===== config.mk =====
export PLATFORM = sky130hd
export DESIGN_NAME = selftest_cmd
export DESIGN_NICKNAME = d
export VERILOG_FILES = /design/src/common/selftest_pkg.sv /design/src/source/selftest_cmd.sv
export SDC_FILE = /design/constraint.sdc
export NUM_CORES = 1
export LEC_CHECK = 0
export ABC_AREA = 1
export ABC_CLOCK_PERIOD_IN_PS = 4800
export BUFFER_PORTS_ARGS = -buffer_cell sky130_fd_sc_hd__buf_2
export CAP_MARGIN = 20
export CELL_PAD_IN_SITES_DETAIL_PLACEMENT = 1
export CELL_PAD_IN_SITES_GLOBAL_PLACEMENT = 2
export CORE_AREA = 2 2 255 257
export CTS_CLUSTER_DIAMETER = 150
export DETAILED_ROUTE_END_ITERATION = 16
export DIE_AREA = 0 0 257 259
export PLACE_DENSITY = 0.75
export SLEW_MARGIN = 20
export SYNTH_ARGS = -nofsm -noshare
export SYNTH_HDL_FRONTEND = slang
export SYNTH_SLANG_ARGS = --single-unit

===== constraint.sdc =====
create_clock -name W_uclk -period 4.8 [get_ports W_uclk]
set_input_delay 0.24 -clock W_uclk [delete_from_list [all_inputs] [get_ports W_uclk]]
set_output_delay 0.24 -clock W_uclk [all_outputs]
set_load 0.05 [all_outputs]

===== src/common/selftest_pkg.sv =====
package selftest_pkg;

  localparam int APP_ADDR_W      = 29;
  localparam int APP_DATA_W      = 512;
  localparam int WORD_W          = 16;
  localparam int LANE_NUM        = 4;    // 16-bit lanes per 64-bit group
  localparam int GROUP_W         = 64;
  localparam int BURST_STEP      = 8;    // address step per burst
  localparam int BURSTS_PER_PASS = 16;
  localparam int PASSES_WHOLE    = 4;
  localparam int TIME_W          = 32;

  localparam logic [2:0] CMD_WRITE = 3'd0;
  localparam logic [2:0] CMD_READ  = 3'd1;

  typedef logic [APP_ADDR_W-1:0] app_addr_t;
  typedef logic [APP_DATA_W-1:0] app_data_t;
  typedef logic [WORD_W-1:0]     word_t;
  typedef logic [LANE_NUM-1:0]   lane_map_t;   // bit j set, lane j failed
  typedef logic [TIME_W-1:0]     count_t;
  typedef logic [15:0]           burst_idx_t;

  typedef enum logic [1:0] {
    MODE_WHOLE_INC   = 2'd0,
    MODE_WHOLE_FIXED = 2'd1,
    MODE_PART_INC    = 2'd2,
    MODE_PART_FIXED  = 2'd3
  } test_mode_e;

  typedef enum logic [1:0] {
    STATUS_IDLE    = 2'd0,
    STATUS_TESTING = 2'd1,
    STATUS_PASS    = 2'd2,
    STATUS_FAIL    = 2'd3
  } test_status_e;

  typedef enum logic [2:0] {
    IDLE      = 3'd0,
    START     = 3'd1,
    WRITE     = 3'd2,
    WRITE_END = 3'd3,
    READ      = 3'd4,
    READ_END  = 3'd5,
    FINISH    = 3'd6
  } st_e;

  typedef struct packed {
    test_mode_e mode;
    word_t      data;         // fixed pattern word
    app_addr_t  start_addr;   // part mode only, multiple of 8
    app_addr_t  end_addr;
  } test_cfg_t;

  typedef struct packed {
    logic       en;
    logic [2:0] cmd;
    app_addr_t  addr;
  } app_req_t;

  typedef struct packed {
    logic      wren;
    logic      wdf_end;
    app_data_t data;
  } app_wdf_t;

  typedef struct packed {
    logic      rd_valid;
    app_data_t rd_data;
  } app_rsp_t;

  typedef struct packed {
    app_addr_t addr;
    app_data_t right_data;
    app_data_t fact_data;
  } fail_info_t;

  // word written to and expected from burst number idx of a run
  function automatic word_t pattern_word(input test_mode_e mode,
                                         input word_t      fixed_word,
                                         input burst_idx_t idx);
    word_t w;
    if (mode == MODE_WHOLE_INC || mode == MODE_PART_INC)
      w = idx[WORD_W-1:0];
    else
      w = fixed_word;
    return w;
  endfunction

endpackage

===== src/source/selftest_cmd.sv =====
`timescale 1ns/1ps

module selftest_cmd
(
  input  logic                    W_uclk,
  input  logic                    W_urst,
  input  selftest_pkg::st_e       state,
  input  selftest_pkg::test_cfg_t cfg,
  input  selftest_pkg::app_addr_t base_addr,
  input  logic                    app_rdy,
  input  logic                    app_wdf_rdy,
  input  logic                    fail,
  output selftest_pkg::app_req_t  app_req,
  output selftest_pkg::app_wdf_t  app_wdf,
  output logic                    pass_wr_done,
  output logic                    pass_rd_issued
);
  import selftest_pkg::*;

  logic       wr_phase;
  logic       rd_phase;
  logic       cmd_en;
  logic       wr_acc;
  logic       rd_acc;
  logic       last_cmd;
  burst_idx_t issue_cnt;   // commands accepted in this pass
  burst_idx_t wr_idx;      // burst index of the next write
  app_addr_t  wr_addr;
  app_addr_t  rd_addr;
  word_t      wr_word;

  assign wr_phase = (state == WRITE);
  assign rd_phase = (state == READ) && !fail;   // no new reads after a fail
  assign cmd_en   = (wr_phase || rd_phase) && (issue_cnt < burst_idx_t'(BURSTS_PER_PASS));
  assign wr_acc   = cmd_en && wr_phase && app_rdy && app_wdf_rdy;
  assign rd_acc   = cmd_en && rd_phase && app_rdy;
  assign last_cmd = (issue_cnt == burst_idx_t'(BURSTS_PER_PASS - 1));
  assign wr_word  = pattern_word(cfg.mode, cfg.data, wr_idx);

  // en, addr, cmd and data only move on acceptance
  assign app_req = '{
    en:   cmd_en,
    cmd:  (state == READ) ? CMD_READ : CMD_WRITE,
    addr: (state == READ) ? rd_addr : wr_addr
  };

  assign app_wdf = '{
    wren:    cmd_en && wr_phase,   // single beat per burst
    wdf_end: cmd_en && wr_phase,
    data:    {(APP_DATA_W / WORD_W){wr_word}}
  };

  always_ff @(posedge W_uclk)
  begin
    if (W_urst)
      issue_cnt <= '0;
    else if (state == START || state == WRITE_END || state == READ_END)
      issue_cnt <= '0;
    else if (wr_acc || rd_acc)
      issue_cnt <= issue_cnt + 1'b1;
  end

  always_ff @(posedge W_uclk)
  begin
    if (W_urst)
      wr_addr <= '0;
    else if (state == START)
      wr_addr <= base_addr;
    else if (wr_acc)
      wr_addr <= wr_addr + app_addr_t'(BURST_STEP);   // runs on across passes
  end

  always_ff @(posedge W_uclk)
  begin
    if (W_urst)
      rd_addr <= '0;
    else if (state == START)
      rd_addr <= base_addr;
    else if (rd_acc)
      rd_addr <= rd_addr + app_addr_t'(BURST_STEP);
  end

  always_ff @(posedge W_uclk)
  begin
    if (W_urst)
      wr_idx <= '0;
    else if (state == START)
      wr_idx <= '0;
    else if (wr_acc)
      wr_idx <= wr_idx + 1'b1;
  end

  always_ff @(posedge W_uclk)
  begin
    if (W_urst)
    begin
      pass_wr_done   <= 1'b0;
      pass_rd_issued <= 1'b0;
    end
    else
    begin
      pass_wr_done   <= wr_acc && last_cmd;
      pass_rd_issued <= rd_acc && last_cmd;
    end
  end

endmodule


* Word-level counts from Yosys, hierarchy flattened
Cells that the tools add are included.
Operators by class: $add $sub $neg 4, reduce and logical (&&, ||, !) cells 20, mux-type cells 7, $lt $le $gt $ge 1, eq/ne operators 7
Operator list (count):
- $mux W29 | 5
- $add A29 B4 Y29 const B | 2
- $add A16 B1 Y16 const B | 2
- $eq A16 B4 Y1 const B | 1
- $lt A16 B5 Y1 const B | 1
- $mux W16 | 1
- $logic_and A1 B1 Y1 | 9
- $eq A3 B2 Y1 const B | 2
- $eq A3 B3 Y1 const B | 2
- $logic_or A1 B1 Y1 | 5
- $reduce_bool A2 Y1 | 2
- $reduce_or A2 Y1 | 2
- $eq A3 B1 Y1 const B | 1
- $eq A2 B2 Y1 const B | 1
- $logic_not A2 Y1 | 1
- $logic_not A1 Y1 | 1
- $mux W1 | 1
Word-level totals: flip-flop bits (word level) 92, input bits 113, word-level logic and storage cells 45

* Depth between registers and ports, before layout
depth in word-level cells 9, mapped depth 11, gate-level depth less buffers 11

* Worst setup path before layout
Ideal clock, no wire load.
path kind input-to-output, from input cfg[74] (netlist name), to output app_wdf[111] (netlist name), required time 4.560 ns, cell stages on the path 3, arrival time 3.666 ns, slack 0.894 ns, path through clkbuf_1 o21ai_0 buf_4
RTL lines:
- start: declaration | RTL line selftest_cmd.sv:8 | input selftest_pkg::test_cfg_t cfg,
- end: declaration | RTL line selftest_cmd.sv:14 | output selftest_pkg::app_wdf_t app_wdf,

* Final worst setup path
from register issue_cnt[12], to register wr_addr[8]
On the way: word-level cells in the longest chain between the ends 6
RTL lines:
- start: declaration | RTL line selftest_cmd.sv:26 | burst_idx_t issue_cnt;
- start signal: assignment | RTL line selftest_cmd.sv:60 | issue_cnt <= issue_cnt + 1'b1;
- $lt A16 B5 Y1 | RTL line selftest_cmd.sv:34 | assign cmd_en = (wr_phase || rd_phase) && (issue_cnt < burst_idx_t'(BURSTS_PER_PASS));
- $logic_and A1 B1 Y1 | RTL line selftest_cmd.sv:34
- $logic_and A1 B1 Y1 (3 in series) | RTL line selftest_cmd.sv:35 | assign wr_acc = cmd_en && wr_phase && app_rdy && app_wdf_rdy;
- $reduce_bool A2 Y1 (no line)
- end signal: assignment | RTL line selftest_cmd.sv:68 | wr_addr <= base_addr;
- end signal: assignment | RTL line selftest_cmd.sv:70 | wr_addr <= wr_addr + app_addr_t'(BURST_STEP);
- end: declaration | RTL line selftest_cmd.sv:28 | app_addr_t wr_addr;
Every way passes these cells. A chain may end at the register's enable or synchronous reset.

==> impl_metrics.toml <==
[sta]
finalHoldViolations = 0
slew_violations = 0
maxSlewHeadroom_pct = 28.6
rsz0062_at_grt = "false"
setup_viol = 0
max_freq_mhz = 398
whs_ns = 0.0968
tns_ns = 0
fin_skew_ns = 0.0105
period_share_pct = 52.4
period_minus_slack_ns = 2.51
worstMarginPinSlew_ns = 1.07

[drt]
wirelength_met1_mm = 16.3
drc_errors = 0
wl_met3_mm = 2.40
highest_layer = "met4"
dr.first_iter.drc_count = 344
first_pass_iters = 4
wl_per_cell_um = 15.3
wirelength_mm = 38.2
drtAntennaViolNets = 0
via_count = 9133
vias_per_cell = 3.67
dr_wl_met2_mm = 18.7

[synth]
synth.avg_cell_area_um2 = 6.32
synth-warning-count = 0
ys_ff_latch = 89
synth_compound_area_share_pct = 7.82
yosysUniqueCellTypes = 35
synth_mux_area_share_pct = 0.346
synthAdderAreaFrac_pct = 0.513
ys_seq_area_share_pct = 18.3
netlist.area_leader.share_pct = 38.9
yosysTopAreaCell = "buf_4"
synth-xor-area-share_pct = 0.808
syn_inst = 1545
synth.area.top_cells = "buf_4 (39%), dfxtp_1 (18%), nand2_1 (13%)"
synth_top_family_by_area = "buffers and inverters"
netlist_area_um2 = 9760
synth_simple_gate_area_share_pct = 27.1

[pwr]
power.leakage_nw = 5.56
power_w = 0.00299
ir_drop_uv = 136
p_per_area_nw_per_um2 = 288

[floorplan]
chipWidth_um = 257
die_h_um = 259
rows = 93
die_area_um2 = 66600
ios = 662
coreArea_um2 = 63900
start_util_pct = 15.3

[setup_path]
required_ns = 5.06
reg2reg_from = "issue_cnt[12]"
path_class = "flop to flop"
worstSetupStartpointType = "flop"
worst_setup_path_end_kind = "flop"
r2r_end = "wr_addr[8]"
critPathMaxFanout = 36
regToRegSetupSlack_ns = 2.29
r2r_cells = 8
worst-endpoint-arrival_ns = 2.77

[place]
place_hpwl_mm = 30.2
io_buffers = 600
place.gp.congestion = 0.894
dpl_cell_area_um2 = 10100

[layout]
layout-drive-gt1-share_pct = 40.6
areaGrowthSynthToFinish_pct = 6.51
final_util_pct = 16.3
final_area_um2 = 10400
fin_nets = 1747

[grt]
grt_start_max_net_pins = 56
gr-total-overflow = 0
grt_pass1_vias = 8730
grt_pass1_wl_mm = 54.8
antenna_found_initial = 2
grt_usage_pct = 10.8

[worst_hold_path]
min_from = "base_addr[2]"
whs_endpoint = "wr_addr[2]"
hold_depth = 3
hold_class = "primary input to flop"

[clock_network]
clockBufferDepth = 2
ctsRootBufferMaster = "clkbuf_16"
cts.hold.buffers_added = 0
ctsHtreeMaxLevel = 3
clock_latency_ns = 0.38
clkSlewWorstSetupHoldPaths_ns = 0.07
cts_tree = "built"
cts_num_sinks = 89
cts_inserted_buffers = 9
cts_resized = 0
cts_setup_buffers = 0

[run_status]
status = "finished clean"

[flow_run]
max_cap_viol_count = 0
registers in the layout, indices dropped and copies added (netlist names):
register,flops
pass_rd_issued,1
issue_cnt,16
wr_idx,16
wr_addr,29
pass_wr_done,1
rd_addr,26
cells in the final DEF (no fill, tap or decap), types with 7 or more instances in the layout:
master / n
dfxtp_1: 89
buf_4: 12
xor2_1: 8
o21ai_0: 56
nand4_1: 9
nor2_1: 157
nor3_1: 10
clkbuf_16: 9
o21ai_4: 9
nand2_1: 329
a21oi_1: 55
inv_1: 113
o21ai_1: 18
buf_2: 600
nand3_1: 104
inv_2: 7
kinds of logic (layout without fill, tap and decap cells):
| family | after synthesis | in the layout |
|---|---|---|
| AOI/OAI and AO/OA | 149 | 149 |
| xor gates and xnor gates | 9 | 9 |
| adders and majority gates | 4 | 4 |
| buffers and inverters | 661 | 750 |
| DFF | 89 | 89 |
| muxes | 3 | 3 |
| other | 1 | 3 |
| and+or+nand+nor | 629 | 629 |
how the worst max path moves through the flow:
stage	start	to	slack, ns	cells after the start
after CTS	issue_cnt[15]	wr_addr[8]	2.24	8
after global routing	issue_cnt[8]	wr_addr[8]	2.00	8
after global placement	state[0]	rd_addr[16]	2.07	12
final	issue_cnt[12]	wr_addr[8]	2.29	8
after floorplan	cfg[74]	app_wdf[111]	0.89	3
after detailed placement	state[0]	rd_addr[16]	2.03	12
layer usage:
metal  vias up  global-route usage, %
met1      4291                   13.3
met3        33                   1.63
met4         0                   3.28
met2       337                   19.2
li1       4472                      -
met5         -                      0
layout make-up:
cell class / instances / area (µm²)
clock buffers: 15 / 288
fillers: 8223 / 53500
multi-input cells: 796 / 3690
diodes: 1 / 2.50
flip-flops and latches: 89 / 1780
clock inverters: 1 / 7.51
repair buffers: 612 / 3090
inverters: 122 / 458
well taps: 855 / 1070
cells in the mapped netlist (all sizes together):
master	count
nand3b	4
mux2	3
a21boi	2
o21a	2
clkbuf	18
xnor2	1
nand3	107
o21ai	87
and2	1
inv	120
ha	4
clkinv	2
nand4	10
conb	1
a21oi	55
nor2	163
xor2	8
nand2	330
o21bai	3
or2	2
dfxtp	89
buf	521
nor3	12
worst max-delay path, stage by stage (launching register included):
cell and delay, ns:
dfxtp_1 0.31, nor2_1 0.11, nand3_1 0.13, nor2_4 0.24, nand3_4 0.43, nand2_1 0.70, inv_2 0.24, nor2_1 0.16
nor2_1 0.07
metrics by stage:
step	instances	worst slack, ns
6_report	2491	2.29
5_1_grt	2490	2.00
4_1_cts	2490	2.24
3_5_place_dp	2474	2.03
3_3_place_gp	2474	2.07
2_1_floorplan	1546	0.894
report_power, final:
group          switching (W)  leakage, nW  internal (W)
Clock               0.000344        0.142      0.000409
Sequential         0.0000342        0.724      0.000765
Combinational        0.00120         4.70      0.000241
Power figures use the tool's default switching activity.
