**src/common/selftest_pkg.sv**
```systemverilog
package selftest_pkg;

  localparam int APP_ADDR_W      = 29;
  localparam int APP_DATA_W      = 512;
  localparam int WORD_W          = 16;
  localparam int LANE_NUM        = 4;    // 16-bit lanes per 64-bit group
  localparam int GROUP_W         = 64;
  localparam int BURST_STEP      = 8;    // address step per burst
  localparam int BURSTS_PER_PASS = 16;
  localparam int PASSES_WHOLE    = 4;
  localparam int TIME_W          = 32;

  localparam logic [2:0] CMD_WRITE = 3'd0;
  localparam logic [2:0] CMD_READ  = 3'd1;

  typedef logic [APP_ADDR_W-1:0] app_addr_t;
  typedef logic [APP_DATA_W-1:0] app_data_t;
  typedef logic [WORD_W-1:0]     word_t;
  typedef logic [LANE_NUM-1:0]   lane_map_t;   // bit j set, lane j failed
  typedef logic [TIME_W-1:0]     count_t;
  typedef logic [15:0]           burst_idx_t;

  typedef enum logic [1:0] {
    MODE_WHOLE_INC   = 2'd0,
    MODE_WHOLE_FIXED = 2'd1,
    MODE_PART_INC    = 2'd2,
    MODE_PART_FIXED  = 2'd3
  } test_mode_e;

  typedef enum logic [1:0] {
    STATUS_IDLE    = 2'd0,
    STATUS_TESTING = 2'd1,
    STATUS_PASS    = 2'd2,
    STATUS_FAIL    = 2'd3
  } test_status_e;

  typedef enum logic [2:0] {
    IDLE      = 3'd0,
    START     = 3'd1,
    WRITE     = 3'd2,
    WRITE_END = 3'd3,
    READ      = 3'd4,
    READ_END  = 3'd5,
    FINISH    = 3'd6
  } st_e;

  typedef struct packed {
    test_mode_e mode;
    word_t      data;         // fixed pattern word
    app_addr_t  start_addr;   // part mode only, multiple of 8
    app_addr_t  end_addr;
  } test_cfg_t;

  typedef struct packed {
    logic       en;
    logic [2:0] cmd;
    app_addr_t  addr;
  } app_req_t;

  typedef struct packed {
    logic      wren;
    logic      wdf_end;
    app_data_t data;
  } app_wdf_t;

  typedef struct packed {
    logic      rd_valid;
    app_data_t rd_data;
  } app_rsp_t;

  typedef struct packed {
    app_addr_t addr;
    app_data_t right_data;
    app_data_t fact_data;
  } fail_info_t;

  // word written to and expected from burst number idx of a run
  function automatic word_t pattern_word(input test_mode_e mode,
                                         input word_t      fixed_word,
                                         input burst_idx_t idx);
    word_t w;
    if (mode == MODE_WHOLE_INC || mode == MODE_PART_INC)
      w = idx[WORD_W-1:0];
    else
      w = fixed_word;
    return w;
  endfunction

endpackage
```
**src/source/selftest_check.sv**
```systemverilog
`timescale 1ns/1ps

module selftest_check
(
  input  logic                    W_uclk,
  input  logic                    W_urst,
  input  selftest_pkg::st_e       state,
  input  selftest_pkg::test_cfg_t cfg,
  input  selftest_pkg::app_addr_t base_addr,
  input  selftest_pkg::app_rsp_t  app_rsp,
  output logic                    pass_rd_done,
  output logic                    fail,
  output selftest_pkg::fail_info_t fail_info,
  output selftest_pkg::lane_map_t err_lane_map
);
  import selftest_pkg::*;

  logic       rsp_vld;
  logic       mismatch;
  burst_idx_t rd_cnt;     // returns in this pass
  burst_idx_t rd_idx;     // burst index within the run
  app_addr_t  exp_addr;
  app_data_t  exp_data;
  lane_map_t  lane_diff;

  assign rsp_vld  = app_rsp.rd_valid && !fail;   // late returns after a fail ignored
  assign exp_data = {(APP_DATA_W / WORD_W){pattern_word(cfg.mode, cfg.data, rd_idx)}};
  assign mismatch = rsp_vld && (app_rsp.rd_data != exp_data);

  always_ff @(posedge W_uclk)
  begin
    if (W_urst)
      rd_cnt <= '0;
    else if (state == START || state == READ_END)
      rd_cnt <= '0;
    else if (rsp_vld)
      rd_cnt <= rd_cnt + 1'b1;
  end

  always_ff @(posedge W_uclk)
  begin
    if (W_urst)
    begin
      rd_idx   <= '0;
      exp_addr <= '0;
    end
    else if (state == START)
    begin
      rd_idx   <= '0;
      exp_addr <= base_addr;
    end
    else if (rsp_vld)
    begin
      rd_idx   <= rd_idx + 1'b1;
      exp_addr <= exp_addr + app_addr_t'(BURST_STEP);
    end
  end

  always_ff @(posedge W_uclk)
  begin
    if (W_urst)
      pass_rd_done <= 1'b0;
    else
      pass_rd_done <= rsp_vld && (rd_cnt == burst_idx_t'(BURSTS_PER_PASS - 1));
  end

  always_ff @(posedge W_uclk)
  begin
    if (W_urst)
      fail <= 1'b0;
    else if (state == START)
      fail <= 1'b0;
    else if (mismatch)
      fail <= 1'b1;   // sticky until next run
  end

  // first mismatch only, rsp_vld is blocked once fail is set
  always_ff @(posedge W_uclk)
  begin
    if (state == START)
      fail_info <= '0;
    else if (mismatch)
    begin
      fail_info.addr       <= exp_addr;
      fail_info.right_data <= exp_data;
      fail_info.fact_data  <= app_rsp.rd_data;
    end
  end

  // lane j is bad if it differs in any 64-bit group
  always_comb
  begin
    lane_diff = '0;
    for (int g = 0; g < APP_DATA_W / GROUP_W; g++)
    begin
      for (int j = 0; j < LANE_NUM; j++)
      begin
        if (fail_info.right_data[g*GROUP_W + j*WORD_W +: WORD_W] !=
            fail_info.fact_data[g*GROUP_W + j*WORD_W +: WORD_W])
          lane_diff[j] = 1'b1;
      end
    end
  end

  always_ff @(posedge W_uclk)
  begin
    if (W_urst)
      err_lane_map <= '0;
    else if (state == START)
      err_lane_map <= '0;
    else
      err_lane_map <= lane_diff;   // one cycle behind fail_info
  end

endmodule

```
**config.mk**
```make
export PLATFORM = sky130hd
export DESIGN_NAME = selftest_check
export DESIGN_NICKNAME = d
export VERILOG_FILES = /design/src/common/selftest_pkg.sv /design/src/source/selftest_check.sv
export SDC_FILE = /design/constraint.sdc
export NUM_CORES = 2
export LEC_CHECK = 0
export ABC_AREA = 1
export BUFFER_PORTS_ARGS = -buffer_cell sky130_fd_sc_hd__buf_2
export CORE_AREA = 10 10 656 658
export DETAILED_ROUTE_END_ITERATION = 8
export DIE_AREA = 0 0 666 668
export PLACE_DENSITY_LB_ADDON = 0.15
export SLEW_MARGIN = 40
export SYNTH_ARGS = -nofsm -noshare
export SYNTH_HDL_FRONTEND = slang
export SYNTH_SLANG_ARGS = --single-unit
```
**constraint.sdc**
```tcl
create_clock -name W_uclk -period 2.7 [get_ports W_uclk]
set_clock_uncertainty 0.05 [all_clocks]
set_input_delay 0.54 -clock W_uclk [delete_from_list [all_inputs] [get_ports W_uclk]]
set_output_delay 0.54 -clock W_uclk [all_outputs]
set_load 0.005 [all_outputs]
```
# Word-level counts from Yosys, hierarchy flattened
# Index checks and enable logic that the tools add are counted.
# classes
reduce_logical,10
mux,35
n_addsub,3
n_eq_ne,37
# op_table
operator,count
$ne 16x16->1,32
$ne 512x512->1,1
$mux 29,2
$add 16x1->16 const B,2
$mux 1,32
$add 29x4->29 const B,1
$eq 16x4->1 const B,1
$mux 16,1
$reduce_or 2->1,2
$eq 3x1->1 const B,1
$eq 3x3->1 const B,1
$logic_and 1x1->1,3
$eq 2x2->1 const B,1
$logic_not 2->1,1
$logic_or 1x1->1,2
$reduce_bool 2->1,1
$logic_not 1->1,1
# word_totals
reg_bits,1120
output_inout_bits,1059
wordCells,94
inputBits,623

# Depth between registers and ports, before layout
# depth
ltp_word,9
depth_mapped,24
depth_no_buf,18

# Worst setup path after synthesis
# Ideal clock, no wire load.
# synth_path
path_type,reg-to-reg
start,reg fail_info[1018] (netlist bit)
end,reg err_lane_map[3]
required_time_ps,2522
t_arrival_ps,2539
path_stages_with_launch,9
setup_ps,128
period_less_slack_ps,2717
path_buffers,2
path_slack_ps,-17
cell_sequence,dfxtp_1 > buf_1 > clkbuf_1 > xnor2_1 > nand4_1 > nor4_1 > nand4_1 > nor2_1 > nor2_1
# synth_between
elab_chain_len,2
# synth_lines
item,line_no,source
from (decl),selftest_check.sv:13,"output selftest_pkg::fail_info_t fail_info,"
$ne 16x16->1,selftest_check.sv:98,if (fail_info.right_data[g*GROUP_W + j*WORD_W +: WORD_W] !=
$mux 1,selftest_check.sv:98,
to (signal assigned),selftest_check.sv:112,err_lane_map <= lane_diff;
to (decl),selftest_check.sv:14,output selftest_pkg::lane_map_t err_lane_map
# No other way between the ends.
# A chain may end at the register's enable or synchronous reset.

# Final worst setup path
# layout_path
start,reg rd_idx[4]
end,reg fail_info[18] (netlist bit)
# layout_between
elab_chain_len,3
# layout_lines
item,line_no,source
from (decl),selftest_check.sv:21,burst_idx_t rd_idx;
from (signal assigned),selftest_check.sv:54,rd_idx <= rd_idx + 1'b1;
$mux 16,selftest_pkg.sv:82,if (mode == MODE_WHOLE_INC || mode == MODE_PART_INC)
$ne 512x512->1,selftest_check.sv:28,assign mismatch = rsp_vld && (app_rsp.rd_data != exp_data);
$logic_and 1x1->1,selftest_check.sv:28,
# No other way between the ends.

==> results.tsv <==
stage	metric	value	unit
placed_design	HPWL after DPL	464	mm
floorplanning	chip width	666	µm
grt	first-pass GRT wire length	656	mm
timing	actual slew at the worst max-slew pin	0.952	ns
grt	GR peak layer	met2	
timing	RSZ-0062 raised after global routing	true	
worst_setup_path	CP max-delay cell	dfxtp_2	
outcome	status	finished, violations left	
worst_setup_path	max incr delay on CP	0.36	ns
worst_hold_path	Hold Path Class	input port to register	
routing	# DRC	0	
yosys	Synth Cell Area	0.0426	mm²
worst_setup_path	worst path cell trace	inv_1, nand2_1, nand2_1, buf_12, buf_12, buf_4, nand4_1, nand2_1, nand2_1, inv_1, nand2_1, nor2_1, nand3_2, inv_4, buf_12, nand2_8, buf_12, buf_16, buf_4, nand3_4, nand2_4, nor2_4	
timing	final hold slack	0.0432	ns
timing	final setup vio count	889	
final_layout	Filler cells	48400	
worst_setup_path	Critical Path Start Type	register	
clocking	CTS buffer count	100	
floorplanning	Site Rows	237	
grt	largest net degree at the start of global routing	111	
worst_setup_path	most used cell, CP	nand2_1	
grt	GRT met2 Usage	40.1	%
outcome	failing checks	negative setup slack	
clocking	CTS max path bufs	4	
final_layout	Post-layout nets	9729	
yosys	syn nets	7506	
final_layout	most common cell after layout, fill and taps aside	buf_2	
worst_setup_path	Buf/Inv on CP	10	
floorplanning	Die H	668	µm
worst_setup_path	Crit Path Class	register to register	
worst_setup_path	Critical Path Fanout Max	6	
yosys	Synth Area per Inst	6.19	µm²
pwr	Lkg Pwr	0.0365	µW
timing	Tcrit/Tclk final	119	%
yosys	post-synthesis register bit count	624	
clocking	CTS clk-pin slew, worst paths	0.06	ns
final_layout	most frequent cells in the layout	buf_2 (1620), nand2_1 (1513), buf_4 (977), nor2_1 (882), inv_1 (675)	
grt	GR Util met1	24.1	%
worst_setup_path	Critical path origin	rd_idx[4]	
floorplanning	Core ar.	0.416	mm²
timing	Final WS setup	-0.515	ns
placed_design	RD Place Congestion	0.982	
grt	vias in the first global route	55500	
yosys	fraction of synthesis flops using an asynchronous set or reset pin	0	%
timing	Period minus WS final	3.22	ns
yosys	Post-synth EDFFs	0	
final_layout	share of cells above drive strength 1	38.8	%
clocking	TritonCTS clock tree	yes	
placed_design	I/O Buffers	1622	
timing	Fmax achieved	311	MHz
worst_hold_path	hold_sp	app_rsp[150]	
worst_setup_path	Critical Path RT	3.49	ns
clocking	clk root buf	clkbuf_16	
grt	gr ovfl total	0	
routing	detailed-route via count	57700	
clocking	H-tree Lvls	3	
final_layout	Area Overhead vs Synth	70.0	%
timing	Hold Violations, Final	0	
placed_design	Placed Instances	14300	
clocking	clk_lat worst skew	0.93	ns
worst_setup_path	crit-path leading delay family	simple AND/OR/NAND/NOR gates	
routing	drt first pass iters	6	
timing	Max Slew Vio Count	0	
floorplanning	die area	0.445	mm²
yosys	Distinct cells, synth	43	
run	Max Cap Viol	0	
pwr	Max IR drop VDD	558	µV
grt	met3 Use GR	6.85	%
routing	wire per inst	36.8	µm
routing	Detail Route Antenna Nets	0	
grt	Total GRT Usage	22.9	%
yosys	Synthesis Warnings	0	
worst_setup_path	crit path capture type	register	
floorplanning	Initial Utilization	10.2	%
worst_setup_path	R2R setup slack	-0.52	ns
pwr	pwr dens	633	mW/mm²
routing	drt total wl	543	mm
yosys	Gate Count Post-Synth	6880	
yosys	Main synth FF type	dfxtp_1	
routing	DR iter-0 viols	4760	
yosys	post-synthesis sequential area ratio	29.3	%
grt	initial antenna violation count	304	
routing	DR vias/cell	3.91	
floorplanning	IO Pins	1682	
worst_setup_path	crit path DAT	4.01	ns
worst_setup_path	Reg-to-Reg Start	rd_idx[4]	
final_layout	Finished Layout Cells	14700	
timing	Max transition margin	36.3	%
clocking	total clock sinks	624	
synth_stat cells, drive strengths merged, types with 5 or more instances:
master | instances | area (µm²)
nor3 | 64 | 320
buf | 710 | 5040
o211ai | 5 | 37.5
a22o | 11 | 96.3
a311oi | 6 | 52.6
inv | 686 | 2580
a21oi | 603 | 3020
nor4b | 6 | 52.6
nand3 | 693 | 3470
or2 | 20 | 125
a211oi | 8 | 60.1
nand4 | 111 | 694
nor4 | 43 | 269
clkbuf | 196 | 736
a221oi | 14 | 123
nor2 | 923 | 3460
a31oi | 7 | 43.8
and3 | 8 | 50.1
o21ai | 134 | 671
dfxtp | 624 | 12500
nand2 | 1650 | 6220
xnor2 | 166 | 1450
or3 | 16 | 100
o21bai | 12 | 90.1
o22ai | 25 | 156
xor2 | 117 | 1020
layer usage:
layer  wire length (µm)  up-vias  part of all wire (%)
met2             262000     2714                    48
li1                   -    26000                     -
met1             197000    27900                    36
met4              42800      116                   7.9
met3              40800     1004                   7.5
met5                709        -                  0.13
sequential cells by signal (all words and copies together), names as in the netlist:
| register | cells |
|---|---|
| exp_addr | 29 |
| fail | 1 |
| err_lane_map | 4 |
| rd_cnt | 16 |
| fail_info | 557 |
| rd_idx | 16 |
| pass_rd_done | 1 |
power breakdown:
| group | switching (µW) | internal (µW) | total, µW |
|---|---|---|---|
| sequential | 3750 | 10600 | 14300 |
| combinational | 10900 | 6380 | 17300 |
| clock | 6060 | 8150 | 14200 |
| total | 20800 | 25100 | 45900 |
per-stage QoR:
step	TNS [ns]	cell area (µm²)	power, µW	worst slack, ns	utilization (%)
finish	-258.84	72400	45900	-0.515	17.4
global route	-287.58	72300	47000	-0.537	17.4
CTS	-228.17	70100	46100	-0.416	16.8
detailed placement	-839.39	63100	31300	-1.68	15.2
global placement	-1128.01	63100	31400	-2.23	15.1
floorplan	0	42600	18500	0.0598	-
worst paths after layout:
kind                          to  depth (start not counted)
setup / recovery   fail_info[18]                         22
hold / removal    fail_info[150]                          6
setup reg to reg   fail_info[18]                         22
hold reg to reg      exp_addr[2]                          2
cells by family after synthesis:
| group | after synthesis | share of synthesized area, % |
|---|---|---|
| buffers and inverters | 1595 | 19.6 |
| AND/OR/NAND/NOR | 3542 | 34.8 |
| flip-flops | 624 | 29.3 |
| AO/OA/AOI/OAI | 833 | 10.4 |
| XOR/XNOR | 283 | 5.82 |
| adder cells (fa/ha/maj) | 3 | 0.0881 |
worst register-to-register path, cell delays in order, from the launching register on:
cell and delay, ns:
dfxtp_2 0.36, inv_1 0.06, nand2_1 0.04, nand2_1 0.11, buf_12 0.15, buf_12 0.18, buf_4 0.14, nand4_1 0.07
nand2_1 0.30, nand2_1 0.12, inv_1 0.11, nand2_1 0.06, nor2_1 0.13, nand3_2 0.15, inv_4 0.13, buf_12 0.12
nand2_8 0.10, buf_12 0.18, buf_16 0.17, buf_4 0.15, nand3_4 0.14, nand2_4 0.11, nor2_4 0.09
area by class of cell:
type	instances	area [µm²]	area share (%)
multi-input cells	4662	23800	32.8
repair buffers	3026	23100	31.9
flip-flops and latches	624	12600	17.4
well taps	5497	6880	9.50
clock buffers	147	2970	4.10
inverters	689	2610	3.61
clock inverters	26	333	0.459
diodes	75	188	0.259
what timing repair did:
item,in CTS,in global routing
hold endpoints to repair,96,0
resized for setup,357,333
hold buffers,96,0
pin swaps,46,97
setup buffers,31,25
cloned,42,33
setup endpoints to repair,983,949
Power figures use the tool's default switching activity.
