File: src/common/selftest_pkg.sv
package selftest_pkg;

  localparam int APP_ADDR_W      = 29;
  localparam int APP_DATA_W      = 512;
  localparam int WORD_W          = 16;
  localparam int LANE_NUM        = 4;    // 16-bit lanes per 64-bit group
  localparam int GROUP_W         = 64;
  localparam int BURST_STEP      = 8;    // address step per burst
  localparam int BURSTS_PER_PASS = 16;
  localparam int PASSES_WHOLE    = 4;
  localparam int TIME_W          = 32;

  localparam logic [2:0] CMD_WRITE = 3'd0;
  localparam logic [2:0] CMD_READ  = 3'd1;

  typedef logic [APP_ADDR_W-1:0] app_addr_t;
  typedef logic [APP_DATA_W-1:0] app_data_t;
  typedef logic [WORD_W-1:0]     word_t;
  typedef logic [LANE_NUM-1:0]   lane_map_t;   // bit j set, lane j failed
  typedef logic [TIME_W-1:0]     count_t;
  typedef logic [15:0]           burst_idx_t;

  typedef enum logic [1:0] {
    MODE_WHOLE_INC   = 2'd0,
    MODE_WHOLE_FIXED = 2'd1,
    MODE_PART_INC    = 2'd2,
    MODE_PART_FIXED  = 2'd3
  } test_mode_e;

  typedef enum logic [1:0] {
    STATUS_IDLE    = 2'd0,
    STATUS_TESTING = 2'd1,
    STATUS_PASS    = 2'd2,
    STATUS_FAIL    = 2'd3
  } test_status_e;

  typedef enum logic [2:0] {
    IDLE      = 3'd0,
    START     = 3'd1,
    WRITE     = 3'd2,
    WRITE_END = 3'd3,
    READ      = 3'd4,
    READ_END  = 3'd5,
    FINISH    = 3'd6
  } st_e;

  typedef struct packed {
    test_mode_e mode;
    word_t      data;         // fixed pattern word
    app_addr_t  start_addr;   // part mode only, multiple of 8
    app_addr_t  end_addr;
  } test_cfg_t;

  typedef struct packed {
    logic       en;
    logic [2:0] cmd;
    app_addr_t  addr;
  } app_req_t;

  typedef struct packed {
    logic      wren;
    logic      wdf_end;
    app_data_t data;
  } app_wdf_t;

  typedef struct packed {
    logic      rd_valid;
    app_data_t rd_data;
  } app_rsp_t;

  typedef struct packed {
    app_addr_t addr;
    app_data_t right_data;
    app_data_t fact_data;
  } fail_info_t;

  // word written to and expected from burst number idx of a run
  function automatic word_t pattern_word(input test_mode_e mode,
                                         input word_t      fixed_word,
                                         input burst_idx_t idx);
    word_t w;
    if (mode == MODE_WHOLE_INC || mode == MODE_PART_INC)
      w = idx[WORD_W-1:0];
    else
      w = fixed_word;
    return w;
  endfunction

endpackage
File: src/source/selftest_ctrl.sv
`timescale 1ns/1ps

module selftest_ctrl
(
  input  logic                       W_uclk,
  input  logic                       W_urst,
  input  logic                       test_en,
  input  selftest_pkg::test_cfg_t    cfg_in,
  input  logic                       init_done,
  input  logic                       pass_wr_done,
  input  logic                       pass_rd_done,
  input  logic                       fail,
  output selftest_pkg::st_e          state,
  output selftest_pkg::test_cfg_t    cfg,
  output selftest_pkg::app_addr_t    base_addr,
  output selftest_pkg::test_status_e test_status,
  output selftest_pkg::count_t       test_time,
  output selftest_pkg::count_t       finish_cnt
);
  import selftest_pkg::*;

  st_e        nxt_state;
  logic       test_en_d1;
  logic       en_rise;
  logic       start_ok;
  logic       part_mode;
  logic       run_done;
  logic       finish_pend;   // run ended clean, keeps PASS in idle
  burst_idx_t pass_cnt;
  app_addr_t  pass_end_addr;

  assign en_rise   = test_en && !test_en_d1;
  assign part_mode = (cfg.mode == MODE_PART_INC) || (cfg.mode == MODE_PART_FIXED);
  assign base_addr = part_mode ? cfg.start_addr : '0;   // cfg frozen outside idle

  // a failed run needs a fresh enable edge
  assign start_ok = init_done && (fail ? en_rise : test_en);

  assign pass_end_addr = base_addr
                       + app_addr_t'(pass_cnt) * app_addr_t'(BURSTS_PER_PASS * BURST_STEP);
  assign run_done = part_mode ? (pass_end_addr >= cfg.end_addr)
                              : (pass_cnt >= burst_idx_t'(PASSES_WHOLE));

  always_ff @(posedge W_uclk)
  begin
    if (W_urst)
      state <= IDLE;
    else
      state <= nxt_state;
  end

  always_comb
  begin
    nxt_state = state;
    case (state)
      IDLE:
      begin
        if (start_ok)
          nxt_state = START;
      end
      START:
        nxt_state = WRITE;
      WRITE:
      begin
        if (pass_wr_done)
          nxt_state = WRITE_END;
      end
      WRITE_END:
        nxt_state = READ;
      READ:
      begin
        if (fail)
          nxt_state = FINISH;   // stop on first fail
        else if (pass_rd_done)
          nxt_state = READ_END;
      end
      READ_END:
        nxt_state = run_done ? FINISH : WRITE;
      default:
        nxt_state = IDLE;
    endcase
  end

  always_ff @(posedge W_uclk)
  begin
    if (state == IDLE)
      cfg <= cfg_in;
  end

  always_ff @(posedge W_uclk)
  begin
    if (W_urst)
      test_en_d1 <= 1'b0;
    else
      test_en_d1 <= test_en;
  end

  always_ff @(posedge W_uclk)
  begin
    if (W_urst)
      pass_cnt <= '0;
    else if (state == START)
      pass_cnt <= '0;
    else if (state == WRITE_END)
      pass_cnt <= pass_cnt + 1'b1;   // passes written so far
  end

  always_ff @(posedge W_uclk)
  begin
    if (W_urst)
      finish_pend <= 1'b0;
    else if (state == START)
      finish_pend <= 1'b0;
    else if (state == READ_END && run_done)
      finish_pend <= 1'b1;
  end

  always_ff @(posedge W_uclk)
  begin
    if (W_urst)
      test_status <= STATUS_IDLE;
    else
    begin
      case (state)
        IDLE:
        begin
          if (!finish_pend && !fail)
            test_status <= STATUS_IDLE;
        end
        FINISH:
          test_status <= fail ? STATUS_FAIL : STATUS_PASS;
        default:
          test_status <= STATUS_TESTING;
      endcase
    end
  end

  always_ff @(posedge W_uclk)
  begin
    if (W_urst)
      test_time <= '0;
    else if (test_status == STATUS_IDLE)
      test_time <= '0;
    else if (test_status == STATUS_TESTING)
      test_time <= test_time + 1'b1;   // held once pass/fail
  end

  always_ff @(posedge W_uclk)
  begin
    if (W_urst)
      finish_cnt <= '0;
    else if (!test_en)
      finish_cnt <= '0;
    else if (state == FINISH)
      finish_cnt <= finish_cnt + 1'b1;
  end

endmodule

File: config.mk
export PLATFORM = sky130hd
export DESIGN_NAME = selftest_ctrl
export DESIGN_NICKNAME = d
export VERILOG_FILES = /design/src/common/selftest_pkg.sv /design/src/source/selftest_ctrl.sv
export SDC_FILE = /design/constraint.sdc
export NUM_CORES = 1
export LEC_CHECK = 0
export ABC_AREA = 1
export BUFFER_PORTS_ARGS = -buffer_cell sky130_fd_sc_hd__clkbuf_2
export CORE_MARGIN = 3
export CORE_UTILIZATION = 45
export DETAILED_ROUTE_END_ITERATION = 8
export GPL_ROUTABILITY_DRIVEN = 0
export PLACE_DENSITY = 0.7
export SLEW_MARGIN = 20
export SYNTH_ARGS = -nofsm -noshare
export SYNTH_HDL_FRONTEND = slang
export SYNTH_SLANG_ARGS = --single-unit
export TNS_END_PERCENT = 5
File: constraint.sdc
create_clock -name W_uclk -period 17.33 [get_ports W_uclk]
set_input_delay 0 -clock W_uclk [delete_from_list [all_inputs] [get_ports W_uclk]]
set_output_delay 0 -clock W_uclk [all_outputs]
set_load 0.02 [all_outputs]
### After elaboration in Yosys (flattened, before gate mapping)

Cells that the tools add are included.

* register bits after elaboration: 163

* $add $sub $neg: 4
* magnitude comparators: 2
* equal/unequal tests: 13
* multiplexer cells: 12
* bitwise operators: 1
* reduce and logical (&&, ||, !) cells: 14

Operator list (number)
* adder 32 x 1 -> 32 bit (second input constant): 2
* adder 29 x 23 -> 29 bit: 1
* greater-or-equal comparator 29 bit: 1
* two-way mux 29 bit: 1
* one-hot mux 3 bit (6 select lines): 1
* adder 16 x 1 -> 16 bit (second input constant): 1
* greater-or-equal comparator 16 x 3 -> 1 bit (second input constant): 1
* two-way mux 3 bit: 5
* equality test 3 bit (second input constant): 3
* equality test 3 x 2 -> 1 bit (second input constant): 2
* OR reduction 2 bit: 3
* equality test 2 bit (second input constant): 2
* logical AND 1 bit: 4
* != test 2 bit (second input constant): 2
* one-hot mux 2 bit (2 select lines): 1
* equality test 3 x 1 -> 1 bit (second input constant): 1
* logical NOT 1 bit: 3
* logical NOT 3 bit: 1
* two-way mux 1 bit: 3
* != test 3 bit (second input constant): 1
* AND reduction 3 bit: 1
* equality test 2 x 1 -> 1 bit (second input constant): 1
* logical NOT 2 bit: 1
* two-way mux 2 bit: 1
* 3 further kinds: 3

### Longest topological paths before layout

Gate-level depths: netlist (run 1).

* depth after elaboration: 8
* depth in mapped cells: 24
* mapped depth without buffers: 22

### Least setup slack after synthesis (run 1)

Ideal clock, no wire load.

* path kind: register to register
* from: register state[1]
* to: register state[0]
* setup time: 118 ps
* data arrival time: 6653 ps
* slack: 10560 ps
* stages on the path, launching flop included: 6
* buffers on the path: 0
* period minus slack after synthesis: 6770 ps
* path through: dfxtp_1 > nor3_1 > inv_1 > a31oi_1 > nor2_1 > o2111a_1

* word-level cells in the longest chain between the ends: 3
* elaborated cells on any way between the ends: 11

RTL lines
* from (decl): line selftest_ctrl.sv:13 `output selftest_pkg::st_e state,`
* from (signal assigned): line selftest_ctrl.sv:49 `state <= nxt_state;`
* equality test 3 bit, or another cell as far along: line selftest_ctrl.sv:55 `case (state)`
* != test 3 bit (no source line) / != test 2 bit (equally long branches)
* AND reduction 3 bit (no source line)

Parallel ways exist; a longest one is shown, timed or not.
A chain may end at the register's enable or synchronous reset.

### Final worst setup path (run 1)

* from: register cfg[75] in the netlist's numbering
* to: register finish_pend

* word-level cells in the longest chain between the ends: 7
* elaborated cells on any way between the ends: 8

RTL lines
* from (decl): line selftest_ctrl.sv:14 `output selftest_pkg::test_cfg_t cfg,`
* from (signal assigned): line selftest_ctrl.sv:87 `cfg <= cfg_in;`
* equality test 2 bit: line selftest_ctrl.sv:33 `assign part_mode = (cfg.mode == MODE_PART_INC) || (cfg.mode == MODE_PART_FIXED);`
* logical OR 1 bit (*): line selftest_ctrl.sv:33
* two-way mux 29 bit: line selftest_ctrl.sv:34 `assign base_addr = part_mode ? cfg.start_addr : '0;`
* adder 29 x 23 -> 29 bit: line selftest_ctrl.sv:40 `+ app_addr_t'(pass_cnt) * app_addr_t'(BURSTS_PER_PASS * BURST_STEP);`
* greater-or-equal comparator 29 bit: line selftest_ctrl.sv:41 `assign run_done = part_mode ? (pass_end_addr >= cfg.end_addr)`
* two-way mux 1 bit (*): line selftest_ctrl.sv:41
* logical AND 1 bit (*): line selftest_ctrl.sv:114 `else if (state == READ_END && run_done)`
* to (signal assigned): line selftest_ctrl.sv:111 `finish_pend <= 1'b0;`
* to (signal assigned): line selftest_ctrl.sv:113 `finish_pend <= 1'b0;`
* to (signal assigned): line selftest_ctrl.sv:115 `finish_pend <= 1'b1;`
* to (decl): line selftest_ctrl.sv:28 `logic finish_pend;`

Every way passes the cells marked *; elsewhere a longest branch is shown, timed or not.

==> results of run 1 <==
==> layout make-up <==
class	count	area (um2)	share of cell area
Clock buffer	23	500	0.0423
Timing Repair Buffer	338	2100	0.177
Multi-Input combinational cell	762	4180	0.354
Tap cell	260	325	0.0275
Clock inverter	9	67.6	0.00571
Sequential cell	163	4020	0.340
Inverter	168	631	0.0533
==> registers in the layout, indices dropped and copies added (netlist names) <==
signal       count
test_time       32
test_en_d1       1
test_status      2
pass_cnt        16
state            3
cfg             76
finish_pend      1
finish_cnt      32
==> routing by layer <==
metal  part of all wire  GRT usage
met1               0.43      0.293
met2               0.48      0.408
met3              0.056     0.0587
met4              0.034     0.0894
met5                  0          0
==> cells by family after synthesis <==
kind of cell | after synthesis | synth area share
AO/OA/AOI/OAI | 132 | 0.0803
XOR/XNOR | 52 | 0.0513
adder cells (fa/ha/maj) | 50 | 0.0713
buffers and inverters | 180 | 0.0762
flip-flops | 163 | 0.453
AND/OR/NAND/NOR | 528 | 0.268
==> report_power, final <==
part / switching, uW / internal, uW
clock: 162 / 206
sequential: 44.0 / 495
combinational: 346 / 154
total: 552 / 855
==> metrics by stage <==
| stage | power (uW) | worst slack (ns) | util | std cells |
|---|---|---|---|---|
| after floorplan | 865 | 10.56 | - | 1105 |
| after global placement | 1020 | 13.67 | 0.550 | 1611 |
| after detailed placement | 1030 | 13.52 | 0.550 | 1611 |
| after CTS | 1410 | 13.47 | 0.622 | 1723 |
| after global routing | 1490 | 13.13 | 0.622 | 1723 |
| final | 1410 | 13.48 | 0.622 | 1723 |
==> worst max-delay path: cells and delay by family, from the launching register on <==
family | cells | cell delay, ns
and+or+nand+nor | 14 | 1.55
AOI/OAI and AO/OA | 4 | 0.80
adders and majority gates | 2 | 0.63
DFF | 1 | 0.46
buffers and inverters | 2 | 0.34
==> worst min path at each step <==
stage,slack (ns),end,startpoint,depth (start not counted)
finish,0.28,cfg[11],cfg_in[11],2
global route,0.27,cfg[4],cfg_in[4],2
CTS,0.27,cfg[11],cfg_in[11],2
detailed placement,0.18,cfg[59],cfg_in[59],1
global placement,0.18,cfg[71],cfg_in[71],1
floorplan,0.07,state[2],W_urst,1
==> placed cells by master, fill, tap and decap left out, types with 18 or more instances in the layout <==
cell	count
nand2_1	264
dfxtp_1	87
dlygate4sd3_1	80
inv_1	167
clkbuf_16	18
nor2_1	113
nor3_1	45
clkbuf_2	257
nand3_1	37
nand4_1	26
xor2_1	34
edfxtp_1	76
a21oi_1	75
o21ai_0	36
ha_1	49
xnor2_1	18
==> impl_results.md, run 1 <==
* Critical path endpoint: finish_pend
* Crit path top cell by count: nand2_1
* I/O pin count at 257
* Top cells by area, synth: edfxtp_1, dfxtp_1, nand2_1
* Cell Pwr Density at 119 nW/um2
* Root Buffer: clkbuf_16
* Nets at 1,583
* Max FO, Critical Path at 27
* Fillers at 1,730
* Leakage at 0.00530 uW
* Yosys top cell area share at 0.257
* Aggregate global routing overflow at 0
* Number of synthesized flops with an enable pin at 76
* WL/cell at 15.1 um
* Worst hold-check slack at 0.284 ns
* Post-CTS setup buffer count at 0
* Worst skew pair latency at 0.43 ns
* Vias after detailed routing at 8,567
* Post-route minimum period at 3.85 ns
* CP Data Required Time at 17.68 ns
* Final wirelength at 26,000 um
* CP arrival at 4.20 ns
* Post-synth top area cell: edfxtp_1
* Die X-Extent at 146 um
* Crit Reg-Reg Startpoint: cfg[75]
* Max Cap Viol at 0
* Critical-path cell list: buf_4, nand2_1, inv_1, ha_1, nand2_1, o21ai_1, a21oi_1, o21ai_1, nand3_1, nand2_1, nand2_1, nand2_1, nand2_1, ha_1, nand2_1, nor2_1, nor3b_1, nor2b_1, nand2_1, nand4_1, nand2_1, a21oi_1
* DP Wirelength at 18,900 um
* Global-route wire length before repair at 41,800 um
* Core ar. at 19,000 um2
* Post_cts resized at 0
* Vias in the first global route at 8,396
* Area after DPL at 10,500 um2
* Sequential area share after synthesis at 0.453
* Worst-case clock buffer depth at 2
* Initial DRC count at 439
* Slowest CP cell: edfxtp_1
* Die Area at 21,400 um2
* Final Max Slew Viols at 0
* Crit path launch: cfg[75]
* R2R depth at 22
* Hold crit path type: input pin to flop
* Mapped Nets at 1,238
* Slew @ Worst Pin at 1.01 ns
* Initial antenna violation count at 0
* H-tree depth at 4
* Avg Cell Area, Syn at 8.03 um2
* Initial core utilization at 0.467
* Setup Viol. Count Final at 0
* Count leader, synth: nand2_1
* Top FF cell, synth: dfxtp_1
* Max stage delay on crit path at 0.46 ns
* TritonCTS clock tree: done
* Synth async-reset ratio at 0
* Setup crit end kind: flop
* Final Hold Violating Endpoints at 0
* RSZ-0062 raised after global routing: no
* CTS Hold Buffers Added at 80
* Cts bufs inserted at 17
* Row count at 50
* FF+latch count, synth at 163
* Drt first pass iters at 5
* Setup total negative slack at 0 ns
* Clock sink count at 163
* Period utilization at 0.222
* Yosys cell types at 45
* Post-Syn Area at 8880 um2
* Residual DRC at 0
* Area grow syn2layout at 33.2%
* Post-synthesis cell count at 1,105
* Max Freq at 260 MHz
* GRT Util Overall at 0.239
* Antenna diodes at 0
* R2r setup slk at 13.48 ns
* Post-route cell area at 11,800 um2
* Detail Route Antenna Nets at 0
* Drt via density at 4.97
* Slew HR at 0.324
* Die height at 146 um
* Setup CP Type: flop to flop
* RR Endpoint: finish_pend
* Yosys warns at 0
* Status: complete, no violations
* Proportion of layout cells with a drive suffix above 1 at 0.215
* Worst VDD drop at 0.0692 mV
* CP startpoint kind: flop
* Reg clk slew, reported paths at 0.08 ns
* Clk_skew at 0.0144 ns
* Largest net degree at the start of global routing at 77
* IO buf count at 256
* Synth cell count leaders: nand2_1, inv_1, nor2_1
(Power assumes the default switching activity.)
==> run 2, diff against run 1 <==
--- a/config.mk
+++ b/config.mk
@@ -5,13 +5,13 @@
 export SDC_FILE = /design/constraint.sdc
 export NUM_CORES = 1
 export LEC_CHECK = 0
-export ABC_AREA = 1
+export ABC_AREA = 0
 export BUFFER_PORTS_ARGS = -buffer_cell sky130_fd_sc_hd__clkbuf_2
 export CORE_MARGIN = 3
 export CORE_UTILIZATION = 45
 export DETAILED_ROUTE_END_ITERATION = 8
 export GPL_ROUTABILITY_DRIVEN = 0
-export PLACE_DENSITY = 0.7
+export PLACE_DENSITY = 0.71
 export SLEW_MARGIN = 20
 export SYNTH_ARGS = -nofsm -noshare
 export SYNTH_HDL_FRONTEND = slang
==> constraint.sdc (replaced) <==
create_clock -name W_uclk -period 3.7 [get_ports W_uclk]
set_input_delay 0 -clock W_uclk [delete_from_list [all_inputs] [get_ports W_uclk]]
set_output_delay 0 -clock W_uclk [all_outputs]
set_load 0.02 [all_outputs]
==> run 2 against run 1 <==
Compared with the run above: the run now ends with setup timing left; first-iteration DRC count decreased by 12%; die area decreased by 9.2%; design area decreased by 5.3%; via count decreased by 19%; register-to-register slack got worse by 14 ns; sequential power increased to 4.2 times the previous value; non-clock buffer count increased by 19; critical path type unchanged; largest cell class is now sequential cells.
==> impl_results.md, run 2 <==
* Status: finished with violations
* Failing checks: setup timing
* Post-synth top area cell: edfxtp_1
* Internal power at 3820 uW
* Setup crit end kind: flop
* Drt first pass iters at 4
* Final Max Slew Viols at 0
* Proportion of layout cells with a drive suffix above 1 at 0.297
* DP Wirelength at 15,400 um
* IO buf count at 256
* Vias in the first global route at 6,936
* Nets at 1,273
* Crit-path leading delay family: compound AO/OA/AOI/OAI gates
* Worst VDD drop at 0.369 mV
* Final WS setup at -0.0482 ns
* Net Sw Frac at 0.326
* Area after DPL at 9640 um2
* Final wirelength at 21,700 um
* Max reg flops at 76
* Sequential area share after synthesis at 0.502
* Clk pwr share at 0.338
* Setup CP Type: flop to flop
* GRT Util Overall at 0.221
* Post-route minimum period at 3.75 ns
* Max stage delay on crit path at 0.49 ns
* Mapped Nets at 917
* Placed Cells at 1,262
* Max Cap Viol at 0
* Number of synthesized flops with an enable pin at 76
* Root Buffer: clkbuf_16
* Cts bufs inserted at 17
* Yosys warns at 0
* Max FO, Critical Path at 7
* Initial DRC count at 385
* Clock sink count at 163
* CP arrival at 4.08 ns
* Residual DRC at 0
* Initial core utilization at 0.462
* CP startpoint kind: flop
* Count leader, synth: nor2_1
* Critical-path cell list: and2_4, ha_4, inv_2, fa_2, nor2b_2, o31a_1, o211ai_1, nand3b_1, a21oi_2, xnor2_1, ha_1, nand4_1, nor4_4, a2111oi_2, a31o_2, a221oi_2
* RSZ-0062 raised after global routing: yes
* Row count at 48
* Die height at 140 um
* Reg clk slew, reported paths at 0.07 ns
* Slowest CP cell: edfxtp_1
* Clk_skew at 0.00868 ns
* Core ar. at 17,400 um2
* Max Freq at 267 MHz
* Cell Pwr Density at 506 nW/um2
* Post-Syn Area at 8020 um2
* Net switching power at 1840 uW
* Most frequent cells in the layout: clkbuf_2, nor2_1, dfxtp_1, dlygate4sd3_1, edfxtp_1
* Slew HR at 0.307
* Initial antenna violation count at 0
* CP Data Required Time at 4.03 ns
* Detail Route Antenna Nets at 0
* Yosys top cell area share at 0.284
* I/O pin count at 257
* Dpl ws at -0.173 ns
* Die X-Extent at 140 um
* Global-route wire length before repair at 35,200 um
* Antenna diodes at 0
* Drt via density at 5.04
* Area grow syn2layout at 39.6%
* Avg Cell Area, Syn at 10.2 um2
* Non-filler cells in the finished layout at 1,378
* Biggest register: cfg
* Top FF cell, synth: dfxtp_1
* Flop pwr share at 0.402
* TritonCTS clock tree: done
* Synth async-reset ratio at 0
* Worst skew pair latency at 0.42 ns
* Top cells by area, synth: edfxtp_1, dfxtp_1, ha_1
* Slew @ Worst Pin at 1.04 ns
* Regs by FF count: cfg (76), finish_cnt (32), test_time (32)
* Setup Viol. Count Final at 2
* WL/cell at 15.8 um
* Aggregate global routing overflow at 0
* Largest net degree at the start of global routing at 77
* Post-route cell area at 11,200 um2
* Post-synthesis cell count at 784
* Die Area at 19,500 um2
* FF+latch count, synth at 163
* Worst-case clock buffer depth at 2
* Hold crit path type: input pin to flop
* Period utilization at 1.01
* Combinational Power Share at 0.260
* Final Hold Violating Endpoints at 0
* H-tree depth at 4
* Vias after detailed routing at 6,950
* Commonest non-fill, non-tap cell in the layout: clkbuf_2
* Yosys cell types at 56
* Synth cell count leaders: nor2_1, dfxtp_1, edfxtp_1
* WP buf/inv at 1
* Leakage at 0.00503 uW
==> run 2: cell count changes after synthesis, sizes merged, moves of 14 or more <==
cell / previous run / this run
inv: 167 / 44
and2: 1 / 29
nand2: 268 / 51
nor2: 122 / 96
xor2: 34 / 52
a21oi: 75 / 45
and4: 0 / 14
nor3: 52 / 9
==> run 2: worst reg2reg max path, cell delays in order, from the launching register on <==
cell and delay (ns):
edfxtp_1 0.49, and2_4 0.23, ha_4 0.15, inv_2 0.05, fa_2 0.21, nor2b_2 0.05
o31a_1 0.35, o211ai_1 0.31, nand3b_1 0.13, a21oi_2 0.15, xnor2_1 0.09, ha_1 0.31
nand4_1 0.17, nor4_4 0.35, a2111oi_2 0.12, a31o_2 0.28, a221oi_2 0.23
==> run 2: path summary, 6_finish.rpt <==
check,start,to,slack (ns),cells past startpoint
worst min-delay path,cfg_in[52],cfg[52],0.29,2
worst min register to register,finish_cnt[1],finish_cnt[1],0.49,2
worst max register to register,cfg[75],finish_pend,-0.05,16
worst max-delay path,cfg[75],finish_pend,-0.05,16
==> run 2: logic make-up after synthesis <==
group | Yosys count | share of synthesized area
adders and majority gates | 50 | 0.0789
AOI/OAI and AO/OA | 107 | 0.0795
muxes | 2 | 0.00250
buffers and inverters | 64 | 0.0315
xor gates and xnor gates | 82 | 0.0895
DFF | 163 | 0.502
and+or+nand+nor | 316 | 0.216
==> run 2: layer usage <==
metal	wire, um	vias up	part of all wire	global-route usage
li1	-	3487	-	-
met3	1310	33	0.060	0.0522
met4	453	0	0.021	0.0752
met2	10600	188	0.49	0.370
met1	9340	3242	0.43	0.283
met5	0	-	0	0
==> run 2: metrics by stage <==
stage	hold WS [ns]	util	power, uW	TNS (ns)
after global routing	0.275	0.645	5940	-0.477
after global placement	0.177	0.555	3660	0
final	0.285	0.645	5670	-0.0731
after detailed placement	0.179	0.555	3670	-0.308
after floorplan	0.0989	-	3150	-0.803
after CTS	0.269	0.640	5670	0
==> run 2: power groups by stage <==
stage / Sequential [uW] / Combinational [uW] / Clock (uW)
after detailed placement: 2310 / 1360 / 0
after global routing: 2300 / 1600 / 2030
after CTS: 2280 / 1450 / 1950
after floorplan: 2530 / 623 / 0
after global placement: 2310 / 1340 / 0
final: 2280 / 1470 / 1920
==> run 2: repair_timing <==
item / CTS / global route
pin swaps: 5 / 14
endpoints found under the hold margin: 86 / 0
hold buffers: 81 / 0
endpoints found under the setup margin: 2 / 2
gates resized for setup: 7 / 17
buffers inserted: 1 / 2
==> run 2: final cells by class <==
type                    instances  area, um2
clock buffers                  18        429
clock inverters                14        200
fillers                      1383       6160
inverters                      44        165
multi-input cells             557       3850
flip-flops and latches        163       4020
well taps                     225        282
repair buffers                357       2240
==> run 3, diff against run 2 <==
--- a/config.mk
+++ b/config.mk
@@ -6,13 +6,12 @@
 export NUM_CORES = 1
 export LEC_CHECK = 0
 export ABC_AREA = 0
-export BUFFER_PORTS_ARGS = -buffer_cell sky130_fd_sc_hd__clkbuf_2
+export BUFFER_PORTS_ARGS = -buffer_cell sky130_fd_sc_hd__buf_4
 export CORE_MARGIN = 3
 export CORE_UTILIZATION = 45
 export DETAILED_ROUTE_END_ITERATION = 8
 export GPL_ROUTABILITY_DRIVEN = 0
 export PLACE_DENSITY = 0.71
-export SLEW_MARGIN = 20
 export SYNTH_ARGS = -nofsm -noshare
 export SYNTH_HDL_FRONTEND = slang
 export SYNTH_SLANG_ARGS = --single-unit
==> run 3 against run 2 <==
Compared with the run above: sequential power about the same; worst hold slack improved by 0.0095 ns; flip-flop and latch count did not move; routed wire length up 3.8%; clock power is 8% lower; highest routed layer unchanged; critical path depth is 3 higher; final cell count increased by 0.58%; the run still ends with setup timing left; combinational power up 14%; largest cell class unchanged; design area is 6.0% higher.
==> impl_results.md, run 3 (same netlist as run 2, synthesis figures left out) <==
* Status: finished with violations
* Failing checks: setup timing
* HP Start: cfg_in[41]
* Crit path top cell by count: a21o_1
* Max Freq at 270 MHz
* Final Max Slew Viols at 0
* Die Area at 19,500 um2
* Setup crit end kind: flop
* Combinational Power Share at 0.293
* Slowest CP cell: fa_2
* Most frequent cells in the layout: buf_4, nor2_1, dfxtp_1, dlygate4sd3_1, edfxtp_1
* CP startpoint kind: flop
* Drt first pass iters at 5
* Initial antenna violation count at 0
* Final WS setup at -0.00506 ns
* Cell Pwr Density at 481 nW/um2
* H-tree depth at 4
* Post-route minimum period at 3.71 ns
* Drt via density at 5.08
* Vias after detailed routing at 7,043
* IO buf count at 256
* WP buf/inv at 3
* Nets at 1,281
* Setup CP Type: flop to flop
* Crit Reg-Reg Startpoint: cfg[75]
* Cts bufs inserted at 17
* Die X-Extent at 140 um
* Post-route cell area at 11,900 um2
* Area grow syn2layout at 48.0%
* Clk_skew at 0.0170 ns
* Worst skew pair latency at 0.42 ns
* Worst VDD drop at 0.347 mV
* RR Endpoint: finish_pend
* Vias in the first global route at 6,940
* GRT Util Overall at 0.225
* Initial DRC count at 349
* Worst-case clock buffer depth at 2
* Max stage delay on crit path at 0.39 ns
* CP arrival at 3.96 ns
* Hold Path End: cfg[41]
* CP Data Required Time at 3.95 ns
* Biggest register: cfg
* Reg clk slew, reported paths at 0.07 ns
* Setup total negative slack at -0.00506 ns
* R2R depth at 19
* Critical-path cell list: buf_6, and2_4, ha_4, inv_4, fa_2, nor2b_2, o31a_1, o211ai_1, buf_4, a21o_1, mux2i_1, o311ai_1, ha_1, a21o_1, a21o_1, a21oi_1, a21o_1, a31o_2, a221oi_2
* Internal power at 3860 uW
* Largest net degree at the start of global routing at 77
* Proportion of layout cells with a drive suffix above 1 at 0.301
* Final wirelength at 22,500 um
* Commonest non-fill, non-tap cell in the layout: buf_4
* Core ar. at 17,400 um2
* Setup Viol. Count Final at 1
* I/O pin count at 257
* Fin util at 0.684
* Net switching power at 1860 uW
* Row count at 48
* WL/cell at 16.3 um
* Root Buffer: clkbuf_16
* DP Wirelength at 15,600 um
* Antenna diodes at 0
* Period utilization at 1.00
* Detail Route Antenna Nets at 0
* Hold depth at 2
* Flop pwr share at 0.399
* Net Sw Frac at 0.325
* Non-filler cells in the finished layout at 1,386
* Aggregate global routing overflow at 0
* Max reg flops at 76
* Global-route wire length before repair at 35,800 um
* R2r setup slk at -0.005 ns
* Leakage at 0.00523 uW
* Placed Cells at 1,262
* Area after DPL at 10,300 um2
* Final Hold Violating Endpoints at 0
* Crit-path leading delay family: compound AO/OA/AOI/OAI gates
* Residual DRC at 0
* Initial core utilization at 0.462
* Clk pwr share at 0.308
* Clock sink count at 163
* Hold crit path type: input pin to flop
* Die height at 140 um
* Max FO, Critical Path at 5
* Slew HR at 0.191
* Max Cap Viol at 0
* Regs by FF count: cfg (76), finish_cnt (32), test_time (32)
* RSZ-0062 raised after global routing: yes
* Slew @ Worst Pin at 1.21 ns
* TritonCTS clock tree: done
-- run 3: changes by cell type in the layout (fill, tap and decap cells not counted), sizes merged --
cell	change
clkbuf	-256
inv	-1
bufinv	-2
buf	+262
clkinvlp	+3
dlygate4sd3	+2
-- run 3: worst register-to-register path: stages (launching register included) --
cell and delay [ns]:
edfxtp_1 0.38, buf_6 0.13, and2_4 0.15, ha_4 0.14, inv_4 0.03, fa_2 0.39, nor2b_2 0.15, o31a_1 0.25
o211ai_1 0.15, buf_4 0.15, a21o_1 0.16, mux2i_1 0.16, o311ai_1 0.13, ha_1 0.22, a21o_1 0.17, a21o_1 0.16
a21oi_1 0.24, a21o_1 0.15, a31o_2 0.14, a221oi_2 0.07
-- run 3: how the worst max path moves through the flow --
| stage | cells after the start | end | startpoint |
|---|---|---|---|
| finish | 19 | finish_pend | cfg[75] |
| global route | 17 | finish_pend | cfg[75] |
| CTS | 17 | finish_pend | cfg[75] |
| detailed placement | 17 | state[2] | cfg[75] |
| global placement | 16 | state[2] | cfg[75] |
| floorplan | 18 | finish_pend | cfg[75] |
-- run 3: cell type report --
class	count	area [um2]
clock buffers	18	429
clock inverters	14	153
fillers	1325	5490
inverters	44	168
multi-input cells	557	3850
flip-flops and latches	163	4020
well taps	225	282
repair buffers	365	2960
-- run 3: power groups by stage --
stage	logic, uW	registers (uW)	clock network [uW]
6_report	1680	2280	1760
5_1_grt	1810	2300	1870
4_1_cts	1630	2270	1790
3_5_place_dp	1540	2300	0
3_3_place_gp	1540	2300	0
2_1_floorplan	623	2530	0
-- run 3: routing by layer --
metal / wire length (um) / track usage
met5: 0 / 0
met4: 320 / 0.0613
met1: 9690 / 0.285
met3: 1410 / 0.0667
met2: 11100 / 0.376
-- run 3: stage by stage --
step                total power, uW  hold WS, ns  setup slack (ns)
global route                   5980        0.283            -0.260
detailed placement             3850        0.179            -0.167
floorplan                      3150       0.0989            -0.402
global placement               3840        0.178            0.0288
CTS                            5690        0.277           0.00277
finish                         5710        0.295          -0.00506
-- run 3: repair_timing --
| item | in CTS | in global routing |
|---|---|---|
| resized for setup | 5 | 21 |
| hold buffers | 83 | 0 |
| buffers inserted | 1 | 7 |
| hold endpoints to repair | 87 | 0 |
| cloned | 0 | 1 |
| endpoints found under the setup margin | 2 | 2 |
| pin swaps | 6 | 20 |
